==> src/hw/lldma_params.svh <==
`ifndef LLDMA_PARAMS_SVH
`define LLDMA_PARAMS_SVH

// local-link word
`define LL_DATA_W        32

// descriptor header and completion trailer share one layout
`define LL_HDR_WORDS     8
`define LL_FLAG_WORD     4
`define LL_LEN_WORD      5
`define LL_TASK_WORD     6
`define TASK_W           10
`define STATUS_BIT       28

// buffer depths
`define BEAT_FIFO_DEPTH  8
`define DESC_FIFO_DEPTH  2

`endif
==> src/hw/ll_pkg.sv <==
`include "lldma_params.svh"

package ll_pkg;

   typedef logic [3:0] rem_t;

   // one word on the port, framing flags active low
   typedef struct packed {
      logic [`LL_DATA_W-1:0] data;
      rem_t                  rem;
      logic                  sof_n;
      logic                  eof_n;
      logic                  sop_n;
      logic                  eop_n;
   } ll_word_t;

   // bytes kept from the top of the final word
   function automatic logic [2:0] rem_valid_bytes(rem_t rem);
      logic [2:0] n;
      case (rem)
         4'b0001: n = 3'd3;
         4'b0011: n = 3'd2;
         4'b0111: n = 3'd1;
         default: n = 3'd4;
      endcase
      return n;
   endfunction

endpackage

==> src/hw/copy_pkg.sv <==
`include "lldma_params.svh"

package copy_pkg;

   // copy, compress, decompress request bits, passed through untouched
   typedef logic [2:0] op_flags_t;

   typedef struct packed {
      op_flags_t             flags;
      logic [`LL_DATA_W-1:0] length;
      logic [`TASK_W-1:0]    task_idx;
   } desc_t;

   // two payload words, first word in the high half
   typedef struct packed {
      logic [2*`LL_DATA_W-1:0] data;
      logic                    two;
      logic                    last;
      ll_pkg::rem_t            rem;
   } beat_t;

   // trailer flag word, status sits right below the op bits
   typedef struct packed {
      op_flags_t              flags;
      logic                   status;
      logic [`STATUS_BIT-1:0] rsvd;
   } trl_flag_t;

endpackage

==> src/hw/comp_unit_top.sv <==
`include "lldma_params.svh"

module comp_unit_top (
   input  logic              clk,
   input  logic              rst_n,
   input  ll_pkg::ll_word_t  tx_word_i,
   input  logic              tx_src_rdy_n_i,
   output logic              tx_dst_rdy_n_o,
   output ll_pkg::ll_word_t  rx_word_o,
   output logic              rx_src_rdy_n_o,
   input  logic              rx_dst_rdy_n_i
);

   copy_pkg::desc_t desc_in;
   copy_pkg::desc_t desc_out;
   copy_pkg::beat_t beat_in;
   copy_pkg::beat_t beat_out;
   logic            desc_push;
   logic            desc_full;
   logic            desc_pop;
   logic            desc_empty;
   logic            beat_push;
   logic            beat_full;
   logic            beat_pop;
   logic            beat_empty;

   ll_frame_parser u_parser (
      .clk            (clk),
      .rst_n          (rst_n),
      .tx_word_i      (tx_word_i),
      .tx_src_rdy_n_i (tx_src_rdy_n_i),
      .tx_dst_rdy_n_o (tx_dst_rdy_n_o),
      .desc_push_o    (desc_push),
      .desc_o         (desc_in),
      .desc_full_i    (desc_full),
      .beat_push_o    (beat_push),
      .beat_o         (beat_in),
      .beat_full_i    (beat_full)
   );

   // descriptors, two deep so a second frame can enter
   sync_fifo #(
      .item_t (copy_pkg::desc_t),
      .depth  (`DESC_FIFO_DEPTH)
   ) u_desc_fifo (
      .clk     (clk),
      .rst_n   (rst_n),
      .push_i  (desc_push),
      .item_i  (desc_in),
      .full_o  (desc_full),
      .pop_i   (desc_pop),
      .item_o  (desc_out),
      .empty_o (desc_empty)
   );

   sync_fifo #(
      .item_t (copy_pkg::beat_t),
      .depth  (`BEAT_FIFO_DEPTH)
   ) u_beat_fifo (
      .clk     (clk),
      .rst_n   (rst_n),
      .push_i  (beat_push),
      .item_i  (beat_in),
      .full_o  (beat_full),
      .pop_i   (beat_pop),
      .item_o  (beat_out),
      .empty_o (beat_empty)
   );

   ll_frame_builder u_builder (
      .clk            (clk),
      .rst_n          (rst_n),
      .desc_i         (desc_out),
      .desc_empty_i   (desc_empty),
      .desc_pop_o     (desc_pop),
      .beat_i         (beat_out),
      .beat_empty_i   (beat_empty),
      .beat_pop_o     (beat_pop),
      .rx_word_o      (rx_word_o),
      .rx_src_rdy_n_o (rx_src_rdy_n_o),
      .rx_dst_rdy_n_i (rx_dst_rdy_n_i)
   );

endmodule

==> src/hw/ll_frame_builder.sv <==
`include "lldma_params.svh"

module ll_frame_builder (
   input  logic              clk,
   input  logic              rst_n,
   input  copy_pkg::desc_t   desc_i,
   input  logic              desc_empty_i,
   output logic              desc_pop_o,
   input  copy_pkg::beat_t   beat_i,
   input  logic              beat_empty_i,
   output logic              beat_pop_o,
   output ll_pkg::ll_word_t  rx_word_o,
   output logic              rx_src_rdy_n_o,
   input  logic              rx_dst_rdy_n_i
);

   localparam int IDX_W = $clog2(`LL_HDR_WORDS);
   localparam int BYTES = `LL_DATA_W / 8;

   typedef enum logic [1:0] {
      B_IDLE,
      B_PAY_HI,
      B_PAY_LO,
      B_TRL
   } state_t;

   state_t                state_q;
   logic [IDX_W-1:0]      trl_idx_q;
   logic [`LL_DATA_W-1:0] byte_cnt_q;
   logic                  first_q;
   logic                  xfer;
   logic                  is_eop;
   logic [2:0]            word_bytes;
   copy_pkg::trl_flag_t   trl_flag;

   always_comb begin
      case (state_q)
         B_PAY_HI: is_eop = beat_i.last && !beat_i.two;
         B_PAY_LO: is_eop = beat_i.last;
         default:  is_eop = 1'b0;
      endcase
   end

   assign word_bytes = is_eop ? ll_pkg::rem_valid_bytes(beat_i.rem) : 3'(BYTES);

   always_comb begin
      case (state_q)
         B_PAY_HI, B_PAY_LO: rx_src_rdy_n_o = beat_empty_i;
         B_TRL:              rx_src_rdy_n_o = desc_empty_i;
         default:            rx_src_rdy_n_o = 1'b1;
      endcase
   end

   assign xfer       = !rx_src_rdy_n_o && !rx_dst_rdy_n_i;
   assign beat_pop_o = xfer && (state_q == B_PAY_LO || (state_q == B_PAY_HI && !beat_i.two));
   assign desc_pop_o = xfer && state_q == B_TRL && trl_idx_q == IDX_W'(`LL_HDR_WORDS - 1);

   assign trl_flag.flags  = desc_i.flags;
   assign trl_flag.status = (byte_cnt_q == desc_i.length);
   assign trl_flag.rsvd   = '0;

   always_comb begin
      rx_word_o       = '0;
      rx_word_o.sof_n = 1'b1;
      rx_word_o.eof_n = 1'b1;
      rx_word_o.sop_n = 1'b1;
      rx_word_o.eop_n = 1'b1;
      case (state_q)
         B_PAY_HI: begin
            rx_word_o.data  = beat_i.data[2*`LL_DATA_W-1 -: `LL_DATA_W];
            rx_word_o.sof_n = !first_q;
            rx_word_o.sop_n = !first_q;
         end
         B_PAY_LO: rx_word_o.data = beat_i.data[`LL_DATA_W-1:0];
         B_TRL: begin
            if (trl_idx_q == IDX_W'(`LL_FLAG_WORD)) begin
               rx_word_o.data = trl_flag;
            end
            if (trl_idx_q == IDX_W'(`LL_LEN_WORD)) begin
               rx_word_o.data = byte_cnt_q;
            end
            if (trl_idx_q == IDX_W'(`LL_TASK_WORD)) begin
               rx_word_o.data = {{(`LL_DATA_W - `TASK_W){1'b0}}, desc_i.task_idx};
            end
            rx_word_o.eof_n = (trl_idx_q != IDX_W'(`LL_HDR_WORDS - 1));
         end
         default: rx_word_o.data = '0;
      endcase
      // final payload word carries the input rem
      if (is_eop) begin
         rx_word_o.eop_n = 1'b0;
         rx_word_o.rem   = beat_i.rem;
      end
   end

   always_ff @(posedge clk) begin
      if (!rst_n) begin
         state_q    <= B_IDLE;
         trl_idx_q  <= '0;
         byte_cnt_q <= '0;
         first_q    <= 1'b0;
      end else begin
         case (state_q)
            B_IDLE: begin
               if (!desc_empty_i && !beat_empty_i) begin
                  state_q    <= B_PAY_HI;
                  first_q    <= 1'b1;
                  byte_cnt_q <= '0;
               end
            end
            B_PAY_HI: begin
               if (xfer) begin
                  first_q    <= 1'b0;
                  byte_cnt_q <= byte_cnt_q + `LL_DATA_W'(word_bytes);
                  trl_idx_q  <= '0;
                  state_q    <= beat_i.two ? B_PAY_LO : B_TRL;
               end
            end
            B_PAY_LO: begin
               if (xfer) begin
                  byte_cnt_q <= byte_cnt_q + `LL_DATA_W'(word_bytes);
                  trl_idx_q  <= '0;
                  state_q    <= beat_i.last ? B_TRL : B_PAY_HI;
               end
            end
            B_TRL: begin
               if (xfer) begin
                  trl_idx_q <= trl_idx_q + 1'b1;
                  if (trl_idx_q == IDX_W'(`LL_HDR_WORDS - 1)) begin
                     state_q <= B_IDLE;
                  end
               end
            end
            default: state_q <= B_IDLE;
         endcase
      end
   end

endmodule

==> src/hw/ll_frame_parser.sv <==
`include "lldma_params.svh"

module ll_frame_parser (
   input  logic              clk,
   input  logic              rst_n,
   input  ll_pkg::ll_word_t  tx_word_i,
   input  logic              tx_src_rdy_n_i,
   output logic              tx_dst_rdy_n_o,
   output logic              desc_push_o,
   output copy_pkg::desc_t   desc_o,
   input  logic              desc_full_i,
   output logic              beat_push_o,
   output copy_pkg::beat_t   beat_o,
   input  logic              beat_full_i
);

   localparam int IDX_W  = $clog2(`LL_HDR_WORDS);
   localparam int BYTES  = `LL_DATA_W / 8;
   localparam int FLAG_W = $bits(copy_pkg::op_flags_t);

   typedef enum logic [2:0] {
      S_INIT,
      S_IDLE,
      S_HDR,
      S_PAY0,
      S_PAY1
   } state_t;

   state_t                state_q;
   logic [IDX_W-1:0]      hdr_idx_q;
   logic [`LL_DATA_W-1:0] first_q;
   logic [`LL_DATA_W-1:0] masked;
   logic [2:0]            keep_bytes;
   logic                  rdy;
   logic                  accept;

   // port opens one cycle after reset
   always_comb begin
      case (state_q)
         S_IDLE:  rdy = !desc_full_i;
         S_HDR:   rdy = 1'b1;
         // a pending push may take the last free slot
         S_PAY0:  rdy = !beat_full_i && !beat_push_o;
         S_PAY1:  rdy = !beat_full_i;
         default: rdy = 1'b0;
      endcase
   end

   assign tx_dst_rdy_n_o = !rdy;
   assign accept         = !tx_src_rdy_n_i && rdy;

   // clear the bytes past rem on the final word
   always_comb begin
      keep_bytes = ll_pkg::rem_valid_bytes(tx_word_i.rem);
      masked     = tx_word_i.data;
      if (!tx_word_i.eop_n) begin
         for (int b = 0; b < BYTES; b++) begin
            if (b >= int'(keep_bytes)) begin
               masked[`LL_DATA_W-1-8*b -: 8] = 8'h00;
            end
         end
      end
   end

   always_ff @(posedge clk) begin
      if (!rst_n) begin
         state_q     <= S_INIT;
         hdr_idx_q   <= '0;
         desc_push_o <= 1'b0;
         beat_push_o <= 1'b0;
      end else begin
         desc_push_o <= 1'b0;
         beat_push_o <= 1'b0;
         case (state_q)
            S_INIT: state_q <= S_IDLE;
            S_IDLE: begin
               if (accept && !tx_word_i.sof_n) begin
                  state_q   <= S_HDR;
                  hdr_idx_q <= IDX_W'(1);
               end
            end
            S_HDR: begin
               if (accept) begin
                  hdr_idx_q <= hdr_idx_q + 1'b1;
                  if (hdr_idx_q == IDX_W'(`LL_TASK_WORD)) begin
                     desc_push_o <= 1'b1;
                  end
                  if (hdr_idx_q == IDX_W'(`LL_HDR_WORDS - 1)) begin
                     state_q <= S_PAY0;
                  end
               end
            end
            S_PAY0: begin
               if (accept) begin
                  beat_push_o <= !tx_word_i.eop_n;
                  state_q     <= tx_word_i.eop_n ? S_PAY1 : S_IDLE;
               end
            end
            S_PAY1: begin
               if (accept) begin
                  beat_push_o <= 1'b1;
                  state_q     <= tx_word_i.eop_n ? S_PAY0 : S_IDLE;
               end
            end
            default: state_q <= S_IDLE;
         endcase
      end
   end

   always_ff @(posedge clk) begin
      if (accept && state_q == S_HDR) begin
         if (hdr_idx_q == IDX_W'(`LL_FLAG_WORD)) begin
            desc_o.flags <= tx_word_i.data[`LL_DATA_W-1 -: FLAG_W];
         end
         if (hdr_idx_q == IDX_W'(`LL_LEN_WORD)) begin
            desc_o.length <= tx_word_i.data;
         end
         if (hdr_idx_q == IDX_W'(`LL_TASK_WORD)) begin
            desc_o.task_idx <= tx_word_i.data[`TASK_W-1:0];
         end
      end
      if (accept && state_q == S_PAY0) begin
         first_q <= tx_word_i.data;
         // odd word count, lone word goes out in the high half
         beat_o.data <= {masked, {`LL_DATA_W{1'b0}}};
         beat_o.two  <= 1'b0;
         beat_o.last <= 1'b1;
         beat_o.rem  <= tx_word_i.rem;
      end
      if (accept && state_q == S_PAY1) begin
         beat_o.data <= {first_q, masked};
         beat_o.two  <= 1'b1;
         beat_o.last <= !tx_word_i.eop_n;
         beat_o.rem  <= tx_word_i.eop_n ? 4'b0000 : tx_word_i.rem;
      end
   end

endmodule

==> src/hw/sync_fifo.sv <==
module sync_fifo #(
   parameter type item_t = logic [7:0],
   parameter int  depth  = 4
) (
   input  logic  clk,
   input  logic  rst_n,
   input  logic  push_i,
   input  item_t item_i,
   output logic  full_o,
   input  logic  pop_i,
   output item_t item_o,
   output logic  empty_o
);

   localparam int PTR_W = (depth > 1) ? $clog2(depth) : 1;
   localparam int CNT_W = $clog2(depth + 1);

   item_t            mem [depth];
   logic [PTR_W-1:0] wr_ptr_q;
   logic [PTR_W-1:0] rd_ptr_q;
   logic [CNT_W-1:0] count_q;
   logic             do_push;
   logic             do_pop;

   assign do_push = push_i && !full_o;
   assign do_pop  = pop_i && !empty_o;
   assign full_o  = (count_q == CNT_W'(depth));
   assign empty_o = (count_q == '0);

   // show-ahead read
   assign item_o = mem[rd_ptr_q];

   always_ff @(posedge clk) begin
      if (do_push) begin
         mem[wr_ptr_q] <= item_i;
      end
   end

   always_ff @(posedge clk) begin
      if (!rst_n) begin
         wr_ptr_q <= '0;
         rd_ptr_q <= '0;
         count_q  <= '0;
      end else begin
         if (do_push) begin
            wr_ptr_q <= (wr_ptr_q == PTR_W'(depth - 1)) ? '0 : wr_ptr_q + 1'b1;
         end
         if (do_pop) begin
            rd_ptr_q <= (rd_ptr_q == PTR_W'(depth - 1)) ? '0 : rd_ptr_q + 1'b1;
         end
         case ({do_push, do_pop})
            2'b10:   count_q <= count_q + 1'b1;
            2'b01:   count_q <= count_q - 1'b1;
            default: count_q <= count_q;
         endcase
      end
   end

endmodule

==> config.mk <==
export PLATFORM = sky130hd
export DESIGN_NAME = comp_unit_top
export DESIGN_NICKNAME = d
export VERILOG_FILES = /design/src/hw/ll_pkg.sv /design/src/hw/copy_pkg.sv /design/src/hw/comp_unit_top.sv /design/src/hw/ll_frame_builder.sv /design/src/hw/ll_frame_parser.sv /design/src/hw/sync_fifo.sv
export VERILOG_INCLUDE_DIRS = /design/src /design/src/hw
export SDC_FILE = /design/constraint.sdc
export NUM_CORES = 1
export LEC_CHECK = 0
export ABC_AREA = 1
export BUFFER_PORTS_ARGS = -buffer_cell sky130_fd_sc_hd__buf_2
export CORE_ASPECT_RATIO = 1.1
export CORE_MARGIN = 5
export CORE_UTILIZATION = 45
export DETAILED_ROUTE_END_ITERATION = 8
export PLACE_DENSITY = 0.68
export SLEW_MARGIN = 15
export SYNTH_ARGS = -nofsm -noshare
export SYNTH_HDL_FRONTEND = slang
export SYNTH_SLANG_ARGS = --single-unit
==> constraint.sdc <==
create_clock -name clk -period 6.9 [get_ports clk]
set_input_delay 1.38 -clock clk [delete_from_list [all_inputs] [get_ports clk]]
set_output_delay 1.38 -clock clk [all_outputs]
set_load 0.005 [all_outputs]
==> impl_metrics.json, run 1 <==
{
  "skew_ps": 23.7,
  "setup_viol": 0,
  "finalWirelength_mm": 91.9,
  "max-cap-violations": 0,
  "clock_latency_ps": 650,
  "synth_area_mm2": 0.0354,
  "hold_buffers": 0,
  "ys.warnings.count": 0,
  "yosys-top-cells-area": "edfxtp_1 67%, nor2_1 5.5%, o21ai_0 4.4%, nand2_1 4.4%, dfxtp_1 3.7%",
  "leakage_nw": 13.9,
  "seq_power_share_pct": 52.1,
  "ctsResizeCount": 0,
  "grt_pass1_vias": 22700,
  "die_w_um": 278,
  "cts.path.max_buffers": 3,
  "post-route-util_pct": 50.7,
  "portBuffers": 83,
  "gp_congestion": 0.947,
  "dp_hpwl_mm": 52.0,
  "drtIter0Drc": 2675,
  "fmax_mhz": 190,
  "antenna_found_initial": 2,
  "drive_above_1_share_pct": 10.2,
  "numClockSinks": 861,
  "synth-async-reset-ratio_pct": 0,
  "critical_path_class": "flip-flop to primary output",
  "path_max_fanout": 47,
  "yosys.area.top_type_share_pct": 67.4,
  "track_usage_pct": 21.2,
  "maxSlewHeadroom_pct": 22.5,
  "mostFrequentLayoutCells": "796 x edfxtp_1, 510 x nor2_1, 410 x nand2_1, 313 x o21ai_0, 176 x inv_1",
  "yosys.area.top_type": "edfxtp_1",
  "synth_enable_flop_cells": 796,
  "nNetsFinal": 3122,
  "vias": 23700,
  "hold_viol": 0,
  "grt_pass1_wl_mm": 138,
  "arrival_ps": 3880,
  "firstDrtPassIters": 5,
  "ir_drop_uv": 196,
  "status": "complete, no violations",
  "start_kind": "flip-flop",
  "rrSetupSlack_ps": 2360,
  "rsz0062_at_grt": "no",
  "drc": 0,
  "grt_max_degree": 129,
  "tightest_slew_ps": 1160,
  "final_common_cell": "edfxtp_1",
  "place_inst": 4006,
  "maxSlewViolCount": 0,
  "numCtsBuffers": 88,
  "clock_power_share_pct": 41.9,
  "dieArea_mm2": 0.0845,
  "period_needed_ps": 5260,
  "fin_tns_setup_ps": 0,
  "power.switching_mw": 2.58,
  "power.internal_mw": 8.68,
  "ys_types": 49,
  "post_cts_buffers": 0,
  "syn_inst": 2993,
  "wl_per_cell_um": 22.0,
  "syn2layout_area_growth_pct": 12.2,
  "min_path_type": "flip-flop to flip-flop",
  "ant_nets": 0,
  "cts_tree": "yes",
  "die_height_um": 304,
  "cp.required_ps": 5520,
  "p_comb_share_pct": 6.0,
  "rows": 108,
  "finalCritPeriodShare_pct": 76.3,
  "p_per_area_mw_per_mm2": 283,
  "syn-num-nets": 3064,
  "ys.flop_type": "edfxtp_1",
  "initial_core_util_pct": 45.1,
  "ys_seq_area_share_pct": 71.1,
  "swShare_pct": 22.9,
  "io_pins": 86,
  "ys_ff_latch": 861,
  "clockRootBuffer": "clkbuf_16",
  "cts.clk_slew.worst_paths_ps": 60,
  "grt-ovfl-total": 0,
  "post_drt_via_cell_ratio": 5.67,
  "fin_cells": 4170,
  "power_mw": 11.3,
  "ctsHtreeMaxLevel": 3,
  "synth.avg_cell_area_um2": 11.8,
  "cp-end-kind": "primary output",
  "coreArea_mm2": 0.0785
}
-- stage by stage --
stage | instance area [um2] | hold WS [ps] | setup WS, ps
2_1_floorplan | 35400 | 421 | 2510
3_3_place_gp | 36900 | 422 | 2300
3_5_place_dp | 36900 | 431 | 2320
4_1_cts | 39800 | 435 | 1620
5_1_grt | 39800 | 452 | 1260
6_report | 39800 | 443 | 1640
-- layer usage --
metal,up-vias,GRT usage (%),routed length (um)
met5,-,0,0
li1,10800,-,-
met2,1083,34.1,43400
met3,187,3.75,7800
met1,11600,29.5,37900
met4,0,7.14,2820
-- logic make-up after synthesis --
family	Yosys count	share of synthesized area, %
XOR/XNOR	13	0.321
AO/OA/AOI/OAI	570	9.83
adder cells (fa/ha/maj)	27	0.995
buffers and inverters	351	4.22
AND/OR/NAND/NOR	1171	13.5
flip-flops	861	71.1
-- synth_stat cells, types with 4 or more instances --
library cell	n
nand4_1	6
o221ai_1	68
nand3_1	167
o21ai_0	313
o31ai_1	18
inv_1	177
o22ai_1	18
o211ai_1	77
buf_6	8
edfxtp_1	796
clkbuf_1	78
dfxtp_1	65
nor2_1	521
buf_2	60
nand3b_1	5
clkinv_1	4
o21ai_1	14
o32ai_1	5
o31ai_2	6
a22oi_1	9
nand2_2	4
inv_2	9
ha_1	25
nor3_1	39
xor2_1	12
a21oi_1	35
buf_4	9
nand2_1	411
-- area by class of cell --
cell class | count | area (um2)
Clock inverter | 57 | 548
Antenna cell | 3 | 7.51
Multi-Input combinational cell | 1781 | 8870
Inverter | 192 | 731
Timing Repair Buffer | 127 | 783
Tap cell | 1045 | 1310
Fill cell | 6635 | 38700
Clock buffer | 104 | 2310
Sequential cell | 861 | 25200
-- flip-flops by register name, summed over array words and instances (netlist names), 2 cells and up, named ones only --
name                  cells
u_beat_fifo.mem         560
u_beat_fifo.count_q       4
u_builder.trl_idx_q       3
u_parser.desc_o          45
u_parser.hdr_idx_q        3
u_desc_fifo.count_q       2
u_parser.state_q          3
u_parser.first_q         32
u_builder.state_q         2
u_desc_fifo.mem          90
u_builder.byte_cnt_q     32
u_beat_fifo.wr_ptr_q      3
u_parser.beat_o          70
u_beat_fifo.rd_ptr_q      3
-- power by group through the flow --
stage / combinational, mW / clock [mW] / sequential [mW]
finish: 0.679 / 4.71 / 5.87
global route: 0.736 / 4.99 / 5.88
CTS: 0.680 / 4.77 / 5.87
detailed placement: 0.676 / 0 / 5.98
global placement: 0.673 / 0 / 5.97
floorplan: 0.409 / 0 / 5.96
-- final timing paths --
check / startpoint / to / depth (start not counted)
setup / recovery: flip-flop / rx_word_o[36] / 13
hold / removal: u_parser.desc_o[44]$_DFFE_PP_ / u_desc_fifo.mem[1][44]$_DFFE_PP_ / 0
hold reg to reg: u_parser.desc_o[44]$_DFFE_PP_ / u_desc_fifo.mem[1][44]$_DFFE_PP_ / 0
setup reg to reg: flip-flop / u_builder.byte_cnt_q[18]$_SDFFE_PN0P_ / 21
-- critical path, stage by stage, from the launching register on --
cell and delay (ps):
dfxtp_2 990, inv_2 630, nand2_1 230, nand2_1 70, nand2_1 100, nand2_1 70
nor2_1 130, nand2_1 130, nor2_1 110, nand3_1 80, nor2_1 90, nor2_1 40
nor2_1 320, buf_2 200
(Power assumes the default switching activity.)
==> run 2, diff against run 1 <==
--- a/config.mk
+++ b/config.mk
@@ -6,7 +6,7 @@
 export SDC_FILE = /design/constraint.sdc
 export NUM_CORES = 1
 export LEC_CHECK = 0
-export ABC_AREA = 1
+export ABC_AREA = 0
 export BUFFER_PORTS_ARGS = -buffer_cell sky130_fd_sc_hd__buf_2
 export CORE_ASPECT_RATIO = 1.1
 export CORE_MARGIN = 5
==> constraint.sdc (replaced) <==
create_clock -name clk -period 5 [get_ports clk]
set_input_delay 1 -clock clk [delete_from_list [all_inputs] [get_ports clk]]
set_output_delay 1 -clock clk [all_outputs]
set_load 0.005 [all_outputs]
==> run 2 against run 1 <==
Critical path depth down 7. Largest cell class unchanged. Sequential share of layout area rose by 2.9 points. Die area fell by 4.8%. Hold slack about the same. Power grew 27%. Cell count decreased by 29%. Clock power is 29% higher.
==> impl_metrics.json, run 2 <==
{
  "gp_congestion": 0.843,
  "synth_area_mm2": 0.0337,
  "ys.flop_type": "edfxtp_1",
  "ff_latch_area_mm2": 0.0252,
  "reg_top3": "u_beat_fifo.mem x560, u_desc_fifo.mem x90, u_parser.beat_o x70",
  "yosys.area.top_type": "edfxtp_1",
  "synth_enable_flop_cells": 796,
  "holdPathStages": 0,
  "regToRegEndpoint": "u_builder.byte_cnt_q[29]$_SDFFE_PN0P_",
  "setup_slack_ps": 190,
  "grt_pass1_wl_mm": 116,
  "arrival_ps": 3810,
  "synth_xor_area_share_pct": 1.59,
  "cp.required_ps": 4000,
  "numClockSinks": 861,
  "drive_above_1_share_pct": 25.1,
  "rrSetupSlack_ps": 890,
  "path_cells": "buf_16, mux4_2, mux2_2, a222oi_1, a21oi_1, buf_2",
  "track_usage_pct": 19.3,
  "drtIter0Drc": 1928,
  "multi_input_area_mm2": 0.00813,
  "finalCritPeriodShare_pct": 96.2,
  "synth_mux_area_share_pct": 13.0,
  "synth-compound-area-share_pct": 3.76,
  "wl_per_cell_um": 26.7,
  "die_w_um": 271,
  "largest_reg_flops": 560,
  "cts_tree": "yes",
  "start_kind": "flip-flop",
  "synth_top_family_by_area": "multiplexers",
  "crit_buf_inv": 2,
  "hold_start": "u_parser.desc_o[19]$_DFFE_PP_",
  "firstDrtPassIters": 8,
  "path_max_fanout": 82,
  "reg2regPathDepth": 12,
  "max-cap-violations": 0,
  "fin_tns_setup_ps": 0,
  "grt-ovfl-total": 0,
  "skew_ps": 19.6,
  "maxSlewHeadroom_pct": 20.8,
  "ctsHtreeMaxLevel": 3,
  "ys_seq_area_share_pct": 74.9,
  "cp_slowest_cell": "a222oi_1",
  "mostFrequentLayoutCells": "796 x edfxtp_1, 138 x mux4_2, 86 x clkbuf_16, 83 x buf_2, 77 x mux2_2",
  "rows": 105,
  "vias": 17300,
  "initial_core_util_pct": 45.3,
  "rsz0062_at_grt": "yes",
  "post_drt_via_cell_ratio": 5.87,
  "ys_types": 67,
  "yosys.area_share.simple_pct": 4.44,
  "coreArea_mm2": 0.0744,
  "cp-end-kind": "primary output",
  "synth.most_common_cell": "edfxtp_1",
  "min_path_type": "flip-flop to flip-flop",
  "numCtsBuffers": 86,
  "post_cts_buffers": 0,
  "yosys-top-cells-area": "edfxtp_1 71%, mux4_2 9.2%, dfxtp_1 3.9%, mux2_2 2.6%, mux2i_1 1.2%",
  "post-route-util_pct": 51.2,
  "io_pins": 86,
  "maxSlewViolCount": 0,
  "synth_common_cells": "796 x edfxtp_1, 138 x mux4_2, 77 x mux2_2",
  "ant_nets": 0,
  "regMostFlops": "u_beat_fifo.mem",
  "dieArea_mm2": 0.0804,
  "grt_pass1_vias": 17800,
  "die_height_um": 297,
  "dp_hpwl_mm": 44.9,
  "status": "complete, no violations",
  "ir_drop_uv": 330,
  "fillCellCount": 5900,
  "cts.path.max_buffers": 3,
  "syn2layout_area_growth_pct": 13.1,
  "dp_slack_ps": 769,
  "grt_max_degree": 83,
  "path_delay_family": "multiplexers",
  "p_per_area_mw_per_mm2": 375,
  "cpPeakStageDelay_ps": 640,
  "synth-async-reset-ratio_pct": 0,
  "antenna_found_initial": 8,
  "portBuffers": 83,
  "critical_path_class": "flip-flop to primary output",
  "synth_adder_area_share_pct": 1.05,
  "syn-num-nets": 1848,
  "leakage_nw": 11.8,
  "drc": 0,
  "ys.warnings.count": 0,
  "clock_latency_ps": 630,
  "setup_viol": 0,
  "final_common_cell": "edfxtp_1",
  "finalWirelength_mm": 78.5,
  "fmax_mhz": 208,
  "tightest_slew_ps": 1190,
  "clockRootBuffer": "clkbuf_16",
  "synth.avg_cell_area_um2": 18.9,
  "syn_inst": 1777,
  "period_needed_ps": 4810,
  "cts.clk_slew.worst_paths_ps": 60,
  "holdPathEnd": "u_desc_fifo.mem[0][19]$_DFFE_PP_",
  "nNetsFinal": 1977,
  "holdWs_ps": 444,
  "ys_ff_latch": 861,
  "yosys.area.top_type_share_pct": 71.0,
  "hold_viol": 0
}
[run 2: per-stage QoR]
stage	instances	total power, mW	area (um2)
2_1_floorplan	1777	8.18	33700
3_3_place_gp	2781	8.36	35400
3_5_place_dp	2781	8.37	35400
4_1_cts	2938	14.4	38000
5_1_grt	2938	14.7	38000
6_report	2943	14.3	38100
[run 2: layout make-up]
cell class	instances	area share, %
sequential	861	66.3
multi-input combinational	812	21.4
clock buffer	107	5.94
tap	963	3.17
timing repair buffer	124	2.09
clock inverter	50	0.957
inverter	21	0.207
antenna	5	0.0329
[run 2: worst max path at each step]
stage / from / endpoint / depth (start not counted)
floorplan: u_beat_fifo.count_q[0]$_SDFFE_PN0P_ / u_beat_fifo.mem[2][0]$_DFFE_PP_ / 4
global placement: flip-flop / rx_word_o[38] / 6
detailed placement: flip-flop / rx_word_o[38] / 6
CTS: flip-flop / rx_word_o[38] / 6
global route: flip-flop / rx_word_o[38] / 6
finish: flip-flop / rx_word_o[38] / 6
[run 2: kinds of logic after synthesis]
logic type                 count (synthesis)
AOI/OAI and AO/OA                        184
xor gates and xnor gates                  61
adders and majority gates                 27
buffers and inverters                    104
DFF                                      861
muxes                                    255
and+or+nand+nor                          285
[run 2: routing by layer]
layer | track usage, % | wire length (um) | vias up
li1 | - | - | 7415
met5 | 0 | 11 | -
met3 | 3.37 | 5600 | 157
met1 | 26.8 | 31800 | 9006
met4 | 5.43 | 2290 | 2
met2 | 31.8 | 38700 | 705
[run 2: power by group]
group	total (mW)	switching [mW]	internal [mW]
logic	0.362	0.268	0.0937
registers	7.86	0.0368	7.83
clock network	6.06	2.64	3.42
total	14.3	2.95	11.3
[run 2: repair_timing]
action,CTS,global route
resized for setup,0,2
hold buffers,0,0
endpoints found under the setup margin,0,3
[run 2: worst register-to-register path, delay by kind of cell, from the launching register on]
family | cells | cell delay, ps
buf+inv | 1 | 280
xor+xnor | 1 | 150
simple gates | 5 | 930
fa+ha+maj | 1 | 270
flops | 1 | 630
compound gates | 2 | 860
mux | 2 | 880
==> run 3, diff against run 2 <==
==> constraint.sdc (replaced) <==
create_clock -name clk -period 5 [get_ports clk]
set_input_delay 0.75 -clock clk [delete_from_list [all_inputs] [get_ports clk]]
set_output_delay 0.75 -clock clk [all_outputs]
set_load 0.005 [all_outputs]
==> run 3 against run 2 <==
Design area increased by 0.60%. Sequential share of layout area decreased by 0.39 points. Register-to-register slack about the same. Sequential cell count unchanged. Global-route usage decreased by 0.21 points. Hold slack got worse by 100 ps. Clock skew increased by 10 ps. Via count increased by 0.26%. Power increased by 3.1%. Die area unchanged. Sequential power about the same. Maximum frequency increased by 3.8%. Largest cell class unchanged. Largest power group unchanged. Highest routed layer unchanged.
==> impl_metrics.json, run 3 (synthesized netlist as in run 2, its figures left out) <==
{
  "start_kind": "flip-flop",
  "cts.path.max_buffers": 3,
  "p_per_area_mw_per_mm2": 385,
  "fin_cells": 2950,
  "maxSlewHeadroom_pct": 21.7,
  "cts.clk_slew.worst_paths_ps": 60,
  "cp-end-kind": "primary output",
  "grt_busiest_layer": "met2",
  "fillCellCount": 5854,
  "status": "complete, no violations",
  "postLayoutCellArea_mm2": 0.0383,
  "mostFrequentLayoutCells": "796 x edfxtp_1, 138 x mux4_2, 89 x clkbuf_16, 83 x buf_2, 77 x mux2_2",
  "dp_hpwl_mm": 44.5,
  "cpPeakStageDelay_ps": 800,
  "path_cells": "buf_4, mux4_2, mux2_2, a222oi_1, a21oi_1, buf_2",
  "wl_per_cell_um": 26.4,
  "dp_slack_ps": 915,
  "ir_drop_uv": 325,
  "grtUsageMet1_pct": 25.9,
  "post-route-util_pct": 51.5,
  "critical_path_class": "flip-flop to primary output",
  "post_drt_via_cell_ratio": 5.87,
  "ant_nets": 0,
  "io_pins": 86,
  "cts_tree": "yes",
  "grt-ovfl-total": 0,
  "coreArea_mm2": 0.0744,
  "antenna_found_initial": 14,
  "drc": 0,
  "initial_core_util_pct": 45.3,
  "rsz0062_at_grt": "no",
  "gr-usage-met3_pct": 4.17,
  "dieArea_mm2": 0.0804,
  "reg_top3": "u_beat_fifo.mem x560, u_desc_fifo.mem x90, u_parser.beat_o x70",
  "nNetsFinal": 1982,
  "hold_viol": 0,
  "post_cts_buffers": 0,
  "regMostFlops": "u_beat_fifo.mem",
  "arrival_ps": 3880,
  "drive_above_1_share_pct": 25.6,
  "skew_ps": 29.6,
  "gp_congestion": 0.806,
  "finalWirelength_mm": 77.8,
  "cp_slowest_cell": "buf_4",
  "post_dp_cell_area_mm2": 0.0354,
  "final_common_cell": "edfxtp_1",
  "syn2layout_area_growth_pct": 13.7,
  "numClockSinks": 861,
  "grt_max_degree": 71,
  "tightest_slew_ps": 1170,
  "portBuffers": 83,
  "ctsHtreeMaxLevel": 3,
  "grtUsageMet2_pct": 31.6,
  "finalCritPeriodShare_pct": 92.7,
  "vias": 17300,
  "setup_slack_ps": 366,
  "fin_tns_setup_ps": 0,
  "place_inst": 2787,
  "period_needed_ps": 4630,
  "drtIter0Drc": 1671,
  "die_w_um": 271,
  "setup_viol": 0,
  "fmax_mhz": 216,
  "path_max_fanout": 60,
  "die_height_um": 297,
  "clockRootBuffer": "clkbuf_16",
  "cp.required_ps": 4250,
  "multi_input_area_mm2": 0.00813,
  "track_usage_pct": 19.1,
  "rows": 105,
  "ff_latch_area_mm2": 0.0252,
  "largest_reg_flops": 560,
  "firstDrtPassIters": 5,
  "grt_pass1_vias": 17900,
  "maxSlewViolCount": 0,
  "leakage_nw": 11.9,
  "grt_pass1_wl_mm": 115,
  "numCtsBuffers": 85,
  "max-cap-violations": 0,
  "hold_buffers": 0,
  "clock_latency_ps": 650,
  "min_path_type": "input pin to flip-flop",
  "ctsResizeCount": 0
}
## run 3: cell types whose count changed in the layout (fill, tap and decap cells not counted), sizes merged
| cell | change |
|---|---|
| buf | +6 |
| bufinv | +7 |
| clkbuf | +2 |
| clkinv | -11 |
| clkinvlp | +3 |
| diode | +1 |
| inv | -1 |
## run 3: metal layers
metal,vias to the layer above,wire [um]
met5,-,47
met3,126,5450
met2,605,38800
li1,7411,-
met1,9182,31600
met4,6,1980
## run 3: worst paths after layout
path / startpoint / slack [ps] / cells after the start / endpoint
worst max-delay path: flip-flop / 370 / 6 / rx_word_o[38]
worst max register to register: flip-flop / 880 / 13 / u_builder.byte_cnt_q[3]$_SDFFE_PN0P_
worst min-delay path: tx_word_i[34] / 340 / 1 / u_parser.first_q[26]$_DFFE_PP_
worst min register to register: u_parser.desc_o[43]$_DFFE_PP_ / 420 / 0 / u_desc_fifo.mem[1][43]$_DFFE_PP_
## run 3: metrics by stage
step	hold WS [ps]	total power, mW
floorplan	421	8.18
global placement	422	8.36
finish	340	14.7
global route	316	15.2
detailed placement	429	8.38
CTS	305	14.8
## run 3: final cells by class
class	count	share of cell area [%]
diodes	6	0.0392
flip-flops and latches	861	65.9
well taps	963	3.15
inverters	21	0.206
multi-input cells	812	21.2
clock buffers	109	6.04
clock inverters	48	1.41
repair buffers	130	2.07
## run 3: report_power, final
part / internal, mW / total, mW / switching [mW]
combinational: 0.0949 / 0.362 / 0.267
sequential: 7.83 / 7.86 / 0.0370
clock: 3.85 / 6.51 / 2.66
## run 3: worst max-delay path, delay by kind of cell, from the launching register on
kind	cells	cell delay, ps
AOI/OAI and AO/OA	2	890
buffers and inverters	2	1030
DFF	1	630
muxes	2	680
